**src/ta_pkg.sv**
```systemverilog
package ta_pkg;

    typedef struct packed {
        logic [7:0] d;
        logic       en;
        logic       er;
    } gmii_t;

    // bit 1 freeze, bit 0 run
    typedef struct packed {
        logic freeze;
        logic run;
    } ctrl_t;

    typedef logic [31:0] stat_t;

    typedef struct packed {
        logic  preamble_ok;
        logic  crc_ok;
        stat_t frame_octets;
        stat_t l2_octets;
    } frame_verdict_t;

    typedef enum logic [1:0] {
        FRAME_GOOD,
        FRAME_BAD_CRC,
        FRAME_BAD_PREAMBLE
    } frame_class_e;

    typedef enum logic [1:0] {
        ST_IDLE,
        ST_FRAME,
        ST_CLOSE
    } rx_state_e;

    typedef struct packed {
        stat_t pkts, octets;
        stat_t bad_crc_pkts, bad_crc_octets;
        stat_t bad_preamble_pkts, bad_preamble_octets;
        stat_t octets_idle, octets_total;
    } stats_t;

    typedef struct packed {
        logic [11:0] awaddr;
        logic        awvalid;
        logic [31:0] wdata;
        logic [3:0]  wstrb;
        logic        wvalid;
        logic        bready;
        logic [11:0] araddr;
        logic        arvalid;
        logic        rready;
    } axil_req_t;

    typedef struct packed {
        logic        awready;
        logic        wready;
        logic [1:0]  bresp;
        logic        bvalid;
        logic        arready;
        logic [31:0] rdata;
        logic [1:0]  rresp;
        logic        rvalid;
    } axil_resp_t;

    localparam logic [11:0] REG_ID                  = 12'h000;
    localparam logic [11:0] REG_CONTROL             = 12'h004;
    localparam logic [11:0] REG_PKTS                = 12'h008;
    localparam logic [11:0] REG_OCTETS              = 12'h00C;
    localparam logic [11:0] REG_BAD_CRC_PKTS        = 12'h010;
    localparam logic [11:0] REG_BAD_CRC_OCTETS      = 12'h014;
    localparam logic [11:0] REG_BAD_PREAMBLE_PKTS   = 12'h018;
    localparam logic [11:0] REG_BAD_PREAMBLE_OCTETS = 12'h01C;
    localparam logic [11:0] REG_OCTETS_IDLE         = 12'h020;
    localparam logic [11:0] REG_OCTETS_TOTAL        = 12'h024;

    localparam logic [31:0] ID_VALUE = 32'h7A11_0001;

    localparam logic [7:0] PREAMBLE_OCTET = 8'h55;
    localparam logic [7:0] SFD_OCTET      = 8'hD5;

    // reflected ethernet crc-32
    localparam logic [31:0] CRC_POLY    = 32'hEDB8_8320;
    localparam logic [31:0] CRC_INIT    = 32'hFFFF_FFFF;
    localparam logic [31:0] CRC_RESIDUE = 32'hDEBB_20E3;

    localparam logic [1:0] RESP_OKAY   = 2'b00;
    localparam logic [1:0] RESP_SLVERR = 2'b10;

endpackage

```
**src/frame_checker.sv**
```systemverilog
`timescale 1ns/1ps

module frame_checker import ta_pkg::*; (
    input  logic           clk,
    input  logic           resetn,
    input  gmii_t          gmii,
    input  logic           frame_start,
    input  logic           frame_active,
    output frame_verdict_t verdict
);

    stat_t       frame_octets;
    stat_t       l2_octets;
    logic        pre_ok;
    logic        er_seen;
    logic [31:0] crc;

    // one octet through the reflected crc, lsb first
    function automatic logic [31:0] crc_byte(input logic [31:0] c, input logic [7:0] d);
        logic [31:0] r;
        r = c ^ {24'd0, d};
        for (int i = 0; i < 8; i++) begin
            r = r[0] ? ((r >> 1) ^ CRC_POLY) : (r >> 1);
        end
        return r;
    endfunction

    always_ff @(posedge clk) begin
        if (!resetn) begin
            pre_ok  <= 1'b0;
            er_seen <= 1'b0;
        end else if (frame_start) begin
            pre_ok  <= (gmii.d == PREAMBLE_OCTET);
            er_seen <= gmii.er;
        end else if (frame_active && gmii.en) begin
            // frame_octets is the index of the current octet here
            if (frame_octets < 32'd7) begin
                pre_ok <= pre_ok && (gmii.d == PREAMBLE_OCTET);
            end else if (frame_octets == 32'd7) begin
                pre_ok <= pre_ok && (gmii.d == SFD_OCTET);
            end
            er_seen <= er_seen || gmii.er;
        end
    end

    // counts and crc restart on every frame
    always_ff @(posedge clk) begin
        if (frame_start) begin
            frame_octets <= 32'd1;
            l2_octets    <= '0;
            crc          <= CRC_INIT;
        end else if (frame_active && gmii.en) begin
            frame_octets <= frame_octets + 32'd1;
            if (frame_octets >= 32'd8) begin
                l2_octets <= l2_octets + 32'd1;
                crc       <= crc_byte(crc, gmii.d);
            end
        end
    end

    // a frame cut short inside the preamble counts as bad preamble
    assign verdict.preamble_ok  = pre_ok && (frame_octets >= 32'd8);
    assign verdict.crc_ok       = (crc == CRC_RESIDUE) && !er_seen;
    assign verdict.frame_octets = frame_octets;
    assign verdict.l2_octets    = l2_octets;

    // close cycle would miss a new frame, so the gap is at least 2
    property p_min_gap;
        @(posedge clk) disable iff (!resetn)
        (frame_active && !gmii.en) |=> !gmii.en;
    endproperty

    a_min_gap: assert property (p_min_gap)
        else $error("frame_checker: inter-frame gap shorter than 2 cycles");

endmodule

```
**src/frame_rx_fsm.sv**
```systemverilog
`timescale 1ns/1ps

module frame_rx_fsm import ta_pkg::*; (
    input  logic           clk,
    input  logic           resetn,
    input  logic           gmii_en,
    input  ctrl_t          ctrl,
    input  frame_verdict_t verdict,
    output logic           frame_start,
    output logic           frame_active,
    output logic           commit,
    output frame_class_e   frame_class,
    output logic           publish
);

    rx_state_e state;
    logic      freeze_latched;

    assign frame_start  = (state == ST_IDLE) && gmii_en && ctrl.run;
    assign frame_active = (state == ST_FRAME);
    assign commit       = (state == ST_CLOSE);
    assign publish      = !freeze_latched;

    always_ff @(posedge clk) begin
        if (!resetn || !ctrl.run) begin
            state          <= ST_IDLE;
            freeze_latched <= 1'b0;
        end else begin
            case (state)
                ST_IDLE: begin
                    if (gmii_en) begin
                        state          <= ST_FRAME;
                        freeze_latched <= ctrl.freeze;
                    end
                end
                ST_FRAME: begin
                    if (!gmii_en) begin
                        state <= ST_CLOSE;
                    end
                end
                ST_CLOSE: state <= ST_IDLE;
                default:  state <= ST_IDLE;
            endcase
        end
    end

    // preamble errors win over crc errors
    always_comb begin
        if (!verdict.preamble_ok) begin
            frame_class = FRAME_BAD_PREAMBLE;
        end else if (!verdict.crc_ok) begin
            frame_class = FRAME_BAD_CRC;
        end else begin
            frame_class = FRAME_GOOD;
        end
    end

    property p_commit_pulse;
        @(posedge clk) disable iff (!resetn)
        commit |=> !commit;
    endproperty

    a_commit_pulse: assert property (p_commit_pulse)
        else $error("frame_rx_fsm: commit held for two cycles");

endmodule

```
**src/stats_counters.sv**
```systemverilog
`timescale 1ns/1ps

module stats_counters import ta_pkg::*; (
    input  logic           clk,
    input  logic           resetn,
    input  ctrl_t          ctrl,
    input  logic           gmii_en,
    input  logic           commit,
    input  frame_class_e   frame_class,
    input  logic           publish,
    input  frame_verdict_t verdict,
    output stats_t         snapshot
);

    stats_t live;
    stats_t live_next;

    always_comb begin
        live_next              = live;
        live_next.octets_total = live.octets_total + 32'd1;
        if (!gmii_en) begin
            live_next.octets_idle = live.octets_idle + 32'd1;
        end
        if (commit) begin
            case (frame_class)
                FRAME_GOOD: begin
                    live_next.pkts   = live.pkts + 32'd1;
                    live_next.octets = live.octets + verdict.l2_octets;
                end
                FRAME_BAD_CRC: begin
                    live_next.bad_crc_pkts   = live.bad_crc_pkts + 32'd1;
                    live_next.bad_crc_octets = live.bad_crc_octets + verdict.l2_octets;
                end
                FRAME_BAD_PREAMBLE: begin
                    live_next.bad_preamble_pkts = live.bad_preamble_pkts + 32'd1;
                    // whole frame, preamble included
                    live_next.bad_preamble_octets =
                        live.bad_preamble_octets + verdict.frame_octets;
                end
                default: begin
                    live_next.pkts = live.pkts;
                end
            endcase
        end
    end

    always_ff @(posedge clk) begin
        if (!resetn || !ctrl.run) begin
            live     <= '0;
            snapshot <= '0;
        end else begin
            live <= live_next;

            // frame counters follow the freeze state seen at frame start
            if (commit && publish) begin
                snapshot.pkts                <= live_next.pkts;
                snapshot.octets              <= live_next.octets;
                snapshot.bad_crc_pkts        <= live_next.bad_crc_pkts;
                snapshot.bad_crc_octets      <= live_next.bad_crc_octets;
                snapshot.bad_preamble_pkts   <= live_next.bad_preamble_pkts;
                snapshot.bad_preamble_octets <= live_next.bad_preamble_octets;
            end

            // time counters track freeze directly
            if (!ctrl.freeze) begin
                snapshot.octets_idle  <= live.octets_idle;
                snapshot.octets_total <= live.octets_total;
            end
        end
    end

endmodule

```
**src/axil_regs.sv**
```systemverilog
`timescale 1ns/1ps

module axil_regs import ta_pkg::*; (
    input  logic       clk,
    input  logic       resetn,
    input  axil_req_t  axil_req,
    output axil_resp_t axil_resp,
    input  stats_t     snapshot,
    output ctrl_t      ctrl
);

    logic        wr_ready;
    logic        bvalid;
    logic [1:0]  bresp;
    logic        rd_ready;
    logic        rvalid;
    logic [31:0] rdata;
    logic [1:0]  rresp;
    logic [31:0] rd_data;
    logic [1:0]  rd_resp;

    // write channel, aw and w accepted together
    always_ff @(posedge clk) begin
        if (!resetn) begin
            wr_ready <= 1'b0;
            bvalid   <= 1'b0;
            ctrl     <= '0;
        end else begin
            wr_ready <= axil_req.awvalid && axil_req.wvalid && !bvalid && !wr_ready;
            if (wr_ready) begin
                bvalid <= 1'b1;
                if (axil_req.awaddr == REG_CONTROL && axil_req.wstrb[0]) begin
                    ctrl <= ctrl_t'(axil_req.wdata[1:0]);
                end
            end else if (axil_req.bready) begin
                bvalid <= 1'b0;
            end
        end
    end

    always_ff @(posedge clk) begin
        if (wr_ready) begin
            bresp <= (axil_req.awaddr == REG_CONTROL) ? RESP_OKAY : RESP_SLVERR;
        end
    end

    always_comb begin
        rd_resp = RESP_OKAY;
        case (axil_req.araddr)
            REG_ID:                  rd_data = ID_VALUE;
            REG_CONTROL:             rd_data = {30'd0, ctrl};
            REG_PKTS:                rd_data = snapshot.pkts;
            REG_OCTETS:              rd_data = snapshot.octets;
            REG_BAD_CRC_PKTS:        rd_data = snapshot.bad_crc_pkts;
            REG_BAD_CRC_OCTETS:      rd_data = snapshot.bad_crc_octets;
            REG_BAD_PREAMBLE_PKTS:   rd_data = snapshot.bad_preamble_pkts;
            REG_BAD_PREAMBLE_OCTETS: rd_data = snapshot.bad_preamble_octets;
            REG_OCTETS_IDLE:         rd_data = snapshot.octets_idle;
            REG_OCTETS_TOTAL:        rd_data = snapshot.octets_total;
            default: begin
                rd_data = '0;
                rd_resp = RESP_SLVERR;
            end
        endcase
    end

    // read channel
    always_ff @(posedge clk) begin
        if (!resetn) begin
            rd_ready <= 1'b0;
            rvalid   <= 1'b0;
        end else begin
            rd_ready <= axil_req.arvalid && !rvalid && !rd_ready;
            if (rd_ready) begin
                rvalid <= 1'b1;
            end else if (axil_req.rready) begin
                rvalid <= 1'b0;
            end
        end
    end

    always_ff @(posedge clk) begin
        if (rd_ready) begin
            rdata <= rd_data;
            rresp <= rd_resp;
        end
    end

    assign axil_resp.awready = wr_ready;
    assign axil_resp.wready  = wr_ready;
    assign axil_resp.bresp   = bresp;
    assign axil_resp.bvalid  = bvalid;
    assign axil_resp.arready = rd_ready;
    assign axil_resp.rdata   = rdata;
    assign axil_resp.rresp   = rresp;
    assign axil_resp.rvalid  = rvalid;

    property p_hold(valid, ready);
        @(posedge clk) disable iff (!resetn)
        (valid && !ready) |=> valid;
    endproperty

    a_bvalid_hold: assert property (p_hold(bvalid, axil_req.bready))
        else $error("axil_regs: bvalid dropped before bready");
    a_rvalid_hold: assert property (p_hold(rvalid, axil_req.rready))
        else $error("axil_regs: rvalid dropped before rready");

endmodule

```
**src/traffic_analyzer.sv**
```systemverilog
`timescale 1ns/1ps

module traffic_analyzer import ta_pkg::*; (
    input  logic       clk,
    input  logic       resetn,
    input  gmii_t      gmii,
    input  axil_req_t  axil_req,
    output axil_resp_t axil_resp
);

    ctrl_t          ctrl;
    logic           frame_start;
    logic           frame_active;
    frame_verdict_t verdict;
    logic           commit;
    frame_class_e   frame_class;
    logic           publish;
    stats_t         snapshot;

    frame_checker u_checker (
        .clk          (clk),
        .resetn       (resetn),
        .gmii         (gmii),
        .frame_start  (frame_start),
        .frame_active (frame_active),
        .verdict      (verdict)
    );

    frame_rx_fsm u_fsm (
        .clk          (clk),
        .resetn       (resetn),
        .gmii_en      (gmii.en),
        .ctrl         (ctrl),
        .verdict      (verdict),
        .frame_start  (frame_start),
        .frame_active (frame_active),
        .commit       (commit),
        .frame_class  (frame_class),
        .publish      (publish)
    );

    stats_counters u_stats (
        .clk         (clk),
        .resetn      (resetn),
        .ctrl        (ctrl),
        .gmii_en     (gmii.en),
        .commit      (commit),
        .frame_class (frame_class),
        .publish     (publish),
        .verdict     (verdict),
        .snapshot    (snapshot)
    );

    axil_regs u_regs (
        .clk       (clk),
        .resetn    (resetn),
        .axil_req  (axil_req),
        .axil_resp (axil_resp),
        .snapshot  (snapshot),
        .ctrl      (ctrl)
    );

endmodule

```
**config.mk**
```make
export PLATFORM = sky130hd
export DESIGN_NAME = traffic_analyzer
export DESIGN_NICKNAME = d
export VERILOG_FILES = /design/src/ta_pkg.sv /design/src/frame_checker.sv /design/src/frame_rx_fsm.sv /design/src/stats_counters.sv /design/src/axil_regs.sv /design/src/traffic_analyzer.sv
export SDC_FILE = /design/constraint.sdc
export NUM_CORES = 2
export LEC_CHECK = 0
export BUFFER_PORTS_ARGS = -buffer_cell sky130_fd_sc_hd__buf_2
export CAP_MARGIN = 20
export CELL_PAD_IN_SITES_DETAIL_PLACEMENT = 0
export CELL_PAD_IN_SITES_GLOBAL_PLACEMENT = 1
export CORE_ASPECT_RATIO = 0.7
export CORE_MARGIN = 10
export CORE_UTILIZATION = 45
export DETAILED_ROUTE_END_ITERATION = 16
export PLACE_DENSITY_LB_ADDON = 0.1
export SLEW_MARGIN = 25
export SYNTH_ARGS = -nofsm -noshare
export SYNTH_HDL_FRONTEND = slang
export SYNTH_HIERARCHICAL = 1
export SYNTH_SLANG_ARGS = --single-unit
```
**constraint.sdc**
```tcl
create_clock -name clk -period 3.7 [get_ports clk]
set_input_delay 0.925 -clock clk [delete_from_list [all_inputs] [get_ports clk]]
set_output_delay 0.925 -clock clk [all_outputs]
set_load 0.01 [all_outputs]
```
==> Word-level counts from Yosys, hierarchy flattened <==
Cells that the tools add are included.
{ "word_totals": {"latchBits": 0, "n_memories": 0, "input_bits": 77, "rom_bits": 0, "out_inout_bits": 41, "mem_bits_rw": 0, "ff_bits": 655, "elab_cells": 141} }
{ "classes": {"reduce_logical": 37, "muxes": 31, "n_addsub": 10, "shift": 0, "eq_ne": 20, "multipliers": 0, "n_bitwise": 9, "div_mod_pow": 0, "magnitude_cmp": 2} }
{ "ops": {"columns": ["operator", "count"], "rows": [
  ["32-bit two-way mux", 10],
  ["32-bit one-hot mux with 10 select lines", 1],
  ["32-bit by 1-bit adder with 32-bit output (second input constant)", 7],
  ["192-bit two-way mux", 1],
  ["64-bit two-way mux", 2],
  ["13-bit inverter with 14-bit output", 8],
  ["32-bit adder", 3],
  ["12-bit by 5-bit == test with 1-bit output (second input constant)", 4],
  ["32-bit by 3-bit == test with 1-bit output (second input constant)", 1],
  ["32-bit == test (second input constant)", 1],
  ["32-bit by 4-bit >= comparator with 1-bit output (second input constant)", 1],
  ["32-bit by 3-bit less-than comparator with 1-bit output (second input constant)", 1],
  ["32-bit by 8-bit XOR with 32-bit output", 1],
  ["12-bit by 3-bit == test with 1-bit output (second input constant)", 2],
  ["12-bit by 4-bit == test with 1-bit output (second input constant)", 2],
  ["12-bit by 6-bit == test with 1-bit output (second input constant)", 2],
  ["1-bit logical AND", 14],
  ["12-bit logical NOT", 1],
  ["1-bit two-way mux", 11],
  ["2-bit two-way mux", 5],
  ["2-bit AND reduction", 5],
  ["10-bit OR reduction", 1],
  ["8-bit by 7-bit == test with 1-bit output (second input constant)", 1],
  ["8-bit == test (second input constant)", 1],
  ["9 further kinds", 23]
]} }

==> Logic depth before layout (Yosys ltp) <==
{ "logic_depth": {"depth_word": 17, "mapped_depth": 17, "depth_no_buf": 15} }

==> By module <==
Netlist, hierarchy kept.
{ "modules_own_cells": {"columns": ["module", "n_inst", "area_each_um2", "cells_per_inst", "seq_area_each_um2"], "rows": [
  ["stats_counters", 1, 23362.4, 2737, 10249.8],
  ["frame_checker", 1, 4974.8, 555, 1961.9],
  ["axil_regs", 1, 3809.9, 396, 1141.1],
  ["frame_rx_fsm", 1, 172.7, 17, 60.1]
]} }

==> Least setup slack after synthesis <==
Ideal clock, no wire load.
{ "synth_timing": {"path_kind": "reg2reg", "startpoint": "reg u_checker.frame_octets[6]", "endpoint": "reg, netlist name u_stats/snapshot[255]", "path_buffers": 2, "slack_ps": 266, "required_time_ps": 3614, "setup_ps": 86, "period_less_slack_ps": 3434, "arrival_ps": 3348, "stages_incl_launch_ff": 18, "path_cell_list": "dfxtp_1 > nor4_1 > nand4_1 > clkbuf_1 > o21a_1 > inv_1 > nor2_1 > nor2_1 > and2_1 > buf_2 > nand2_1 > or3b_1 > nor2_1 > and2_1 > and2b_1 > nand4_1 > xor2_1 > a211oi_1"} }
{ "synth_lines": {"columns": ["element", "line_no", "rtl"], "rows": [
  ["from (decl)", "frame_checker.sv:12", "stat_t frame_octets;"],
  ["from (signal assigned)", "frame_checker.sv:53", "frame_octets <= frame_octets + 32'd1;"]
]} }

==> results.toml <==
[routing]
ant_nets = 0
wl_um = 103000
vias = 27300
drc = 0
wire_per_inst_um = 21.4
dr.pass1.iters = 6
first_iter_violations = 2595
viasPerCell = 5.69

[timing]
post-route-min-period_ps = 3490
finalSetupViolCount = 0
fin_skew_ps = 27.4
slew_headroom_pct = 28.7
finalSetupTns_ps = 0
slew_viol_final = 0
whs_ps = 419
fmax_mhz = 287
fin_ws_ps = 210
worst_pin_slew_ps = 1060
hold_viol = 0
min_period_over_period_pct = 94.3
grt_setup_unrepaired = "no"

[pwr]
power_per_cell_area_nw_per_um2 = 405
pwr-share-clk_pct = 49.6
ir_worst_vdd_mv = 0.299
p_sw_mw = 3.28
p_leak_nw = 12.8
seqPwrFrac_pct = 48.0
intPower_mw = 11.6
p_comb_share_pct = 2.4
netSwitchingFraction_pct = 22.1
p_total_mw = 14.8

[critical_path]
cp.required_ps = 4250
start_kind = "flop"
path_delay_family = "simple AND/OR/NAND/NOR gates"
crit_buf_inv = 1
slowest_stage = "or3b_1"
cp_data_arrival_time_ps = 4040
critPathMaxStageDelay_ps = 390
endpoint_kind = "flop"
startpoint = "u_checker/crc[8]$_SDFFE_PP1P_"
r2r_start = "u_checker/crc[8]$_SDFFE_PP1P_"
path_max_fanout = 4
crit_chain = "nor4b_1, nand4_1, nor4_2, buf_4, nor2_2, nor2_2, and2_1, nand2_1, or3b_1, nor2_1, and2_1, and2b_2, nand4_1, xor2_1, a211oi_1"
criticalPathCategory = "flop to flop"

[final_layout]
syn2layout_area_growth_pct = 13.2
utilization_pct = 51.3
final-instance-count-excl-fill = 4801
drive_gt1_share_pct = 11.1
layout.nets = 3961
final_area_um2 = 36600

[global_route]
busiest_layer = "met1"
grt_max_degree = 120
antenna_found_initial = 2
grtUsageMet3_pct = 4.03
met2_usage_pct = 34.3
first_global_vias = 25600
grt_pass1_wl_um = 156000
use_met1_pct = 36.0
overflow = 0
grt_usage_pct = 23.8

[clocking]
cts_tree = "done"
clkSinkCount = 653
hold_buffers = 0
clk_pin_slew_ps = 60
htree_levels = 3
cts_made_buffers = 70
ctsLongestPathBuffers = 3
root_buffer = "clkbuf_16"
cts_setup_buffers = 0
clk_latency_ps = 640

[synthesis]
synth_enable_flop_cells = 34
synth-main-ff-cell = "dfxtp_1"
synth-async-reset-ratio_pct = 0
ys_seq_elements = 653
synth_sequential_area_ratio_pct = 41.5
synth_cell_types = 104
synthCells = 3705
yosys_warnings = 6
syn-cell-area_um2 = 32300
syn_area_per_cell_um2 = 8.72

[placement]
place_inst = 4674
place_area_um2 = 34200
io_buffer_count = 82
dp_hpwl_um = 76300
place_ws_ps = 4.02
routabilityCongestion = 0.932

[run_status]
run_status = "finished clean"

[die]
die_area_um2 = 83100
die_h_um = 244
rows = 82
initial_core_util_pct = 45.3
pin_count = 118
coreArea_um2 = 71400
fp.dieW_um = 340

[hold_path]
hp-class = "flop to flop"
min_from = "u_regs/bvalid$_SDFFE_PN0P_"

[run]
drv_cap = 0
-- worst register-to-register path, cell delays in order (launching register included) --
cell	delay (ps)
dfxtp_1	330
nor4b_1	360
nand4_1	230
nor4_2	320
buf_4	170
nor2_2	50
nor2_2	180
and2_1	230
nand2_1	70
or3b_1	390
nor2_1	140
and2_1	180
and2b_2	250
nand4_1	130
xor2_1	170
a211oi_1	220
-- cells by family (layout without fill, tap and decap cells) --
kind of cell / Yosys count / in the layout / share of synthesized area (%)
simple gates: 1358 / 1358 / 19.6
compound gates: 836 / 836 / 16.6
flops: 653 / 653 / 41.5
xor+xnor: 332 / 332 / 9.36
buf+inv: 256 / 384 / 3.38
mux: 165 / 165 / 5.48
fa+ha+maj: 104 / 104 / 4.10
other cells: 1 / 3 / 0.0116
-- final timing paths --
path	end	slack (ps)	cells after the start
max reg2reg	u_stats/snapshot[255]$_SDFFE_PP0P_	210	15
min	u_regs/wr_ready$_SDFF_PN0_	420	1
max	u_stats/snapshot[255]$_SDFFE_PP0P_	210	15
min reg2reg	u_regs/wr_ready$_SDFF_PN0_	420	1
-- cell usage after synthesis, types with 20 or more instances --
cell type | instances | share of area, %
a211oi_1 | 141 | 3.3
a21o_1 | 38 | 0.88
a21oi_1 | 265 | 4.1
a22oi_1 | 25 | 0.58
a31oi_1 | 27 | 0.52
and2_1 | 27 | 0.52
and3_1 | 52 | 1.0
buf_2 | 20 | 0.31
clkbuf_1 | 160 | 1.9
dfxtp_1 | 619 | 38
edfxtp_1 | 34 | 3.2
ha_1 | 101 | 3.9
inv_1 | 42 | 0.49
mux2_2 | 35 | 1.2
mux2i_1 | 124 | 3.8
nand2_1 | 242 | 2.8
nand3_1 | 98 | 1.5
nand4_1 | 71 | 1.4
nor2_1 | 651 | 7.6
nor2b_1 | 26 | 0.50
nor3_1 | 43 | 0.67
nor4_1 | 26 | 0.50
o211ai_1 | 42 | 0.98
o21ai_0 | 145 | 2.2
or3_1 | 36 | 0.70
xnor2_1 | 146 | 4.0
xor2_1 | 176 | 4.8
-- layout by cell type (no fill, tap or decap), types with 23 or more instances in the layout --
cell type	synthesis	final
nand2_1	242	241
or3_1	36	36
nor2_1	651	646
a31oi_1	27	27
o21ai_0	145	145
dfxtp_1	619	617
nor2b_1	26	26
ha_1	101	101
buf_4	8	126
nor3_1	43	42
a21o_1	38	38
inv_1	42	42
and3_1	52	52
edfxtp_1	34	34
mux2i_1	124	124
mux2_2	35	35
xnor2_1	146	146
a21oi_1	265	265
buf_2	20	81
a211oi_1	141	140
a22oi_1	25	25
xor2_1	176	176
nand3_1	98	98
nor4_1	26	23
and2_1	27	25
o211ai_1	42	42
clkbuf_16	0	70
nand4_1	71	71
-- sequential cells by signal, summed over array words and instances (netlist names), 2 cells and up --
| register | cells |
|---|---|
| u_stats/live | 256 |
| u_stats/snapshot | 256 |
| u_checker/crc | 32 |
| u_checker/frame_octets | 32 |
| u_checker/l2_octets | 32 |
| u_regs/rdata | 32 |
| u_fsm/state | 2 |
| u_regs/ctrl | 2 |
-- power by group through the flow --
stage	sequential [mW]	combinational, mW	clock [mW]
after floorplan	7.28	0.220	0
after CTS	7.12	0.357	7.50
after global placement	7.28	0.353	0
final	7.12	0.359	7.36
after global routing	7.12	0.380	7.83
after detailed placement	7.28	0.356	0
-- layer usage --
| metal | part of all wire (%) | vias up |
|---|---|---|
| met2 | 41 | 701 |
| met1 | 50 | 13200 |
| met4 | 2.6 | 0 |
| met5 | 0 | - |
| li1 | - | 13300 |
| met3 | 6.0 | 130 |
-- final cells by class --
type / instances / area (µm²)
Fill cell: 6769 / 34800
Antenna cell: 1 / 2.50
Inverter: 42 / 158
Tap cell: 966 / 1210
Clock buffer: 101 / 1980
Sequential cell: 653 / 13400
Multi-Input combinational cell: 2797 / 17900
Clock inverter: 25 / 394
Timing Repair Buffer: 216 / 1530
-- repair_timing --
action / CTS / global route
resized for setup: 1 / 10
setup endpoints to repair: 1 / 30
endpoints found under the hold margin: 0 / 0
gates cloned: 0 / 0
pin swaps: 0 / 2
Note: power is estimated with default switching activity, not from simulation.
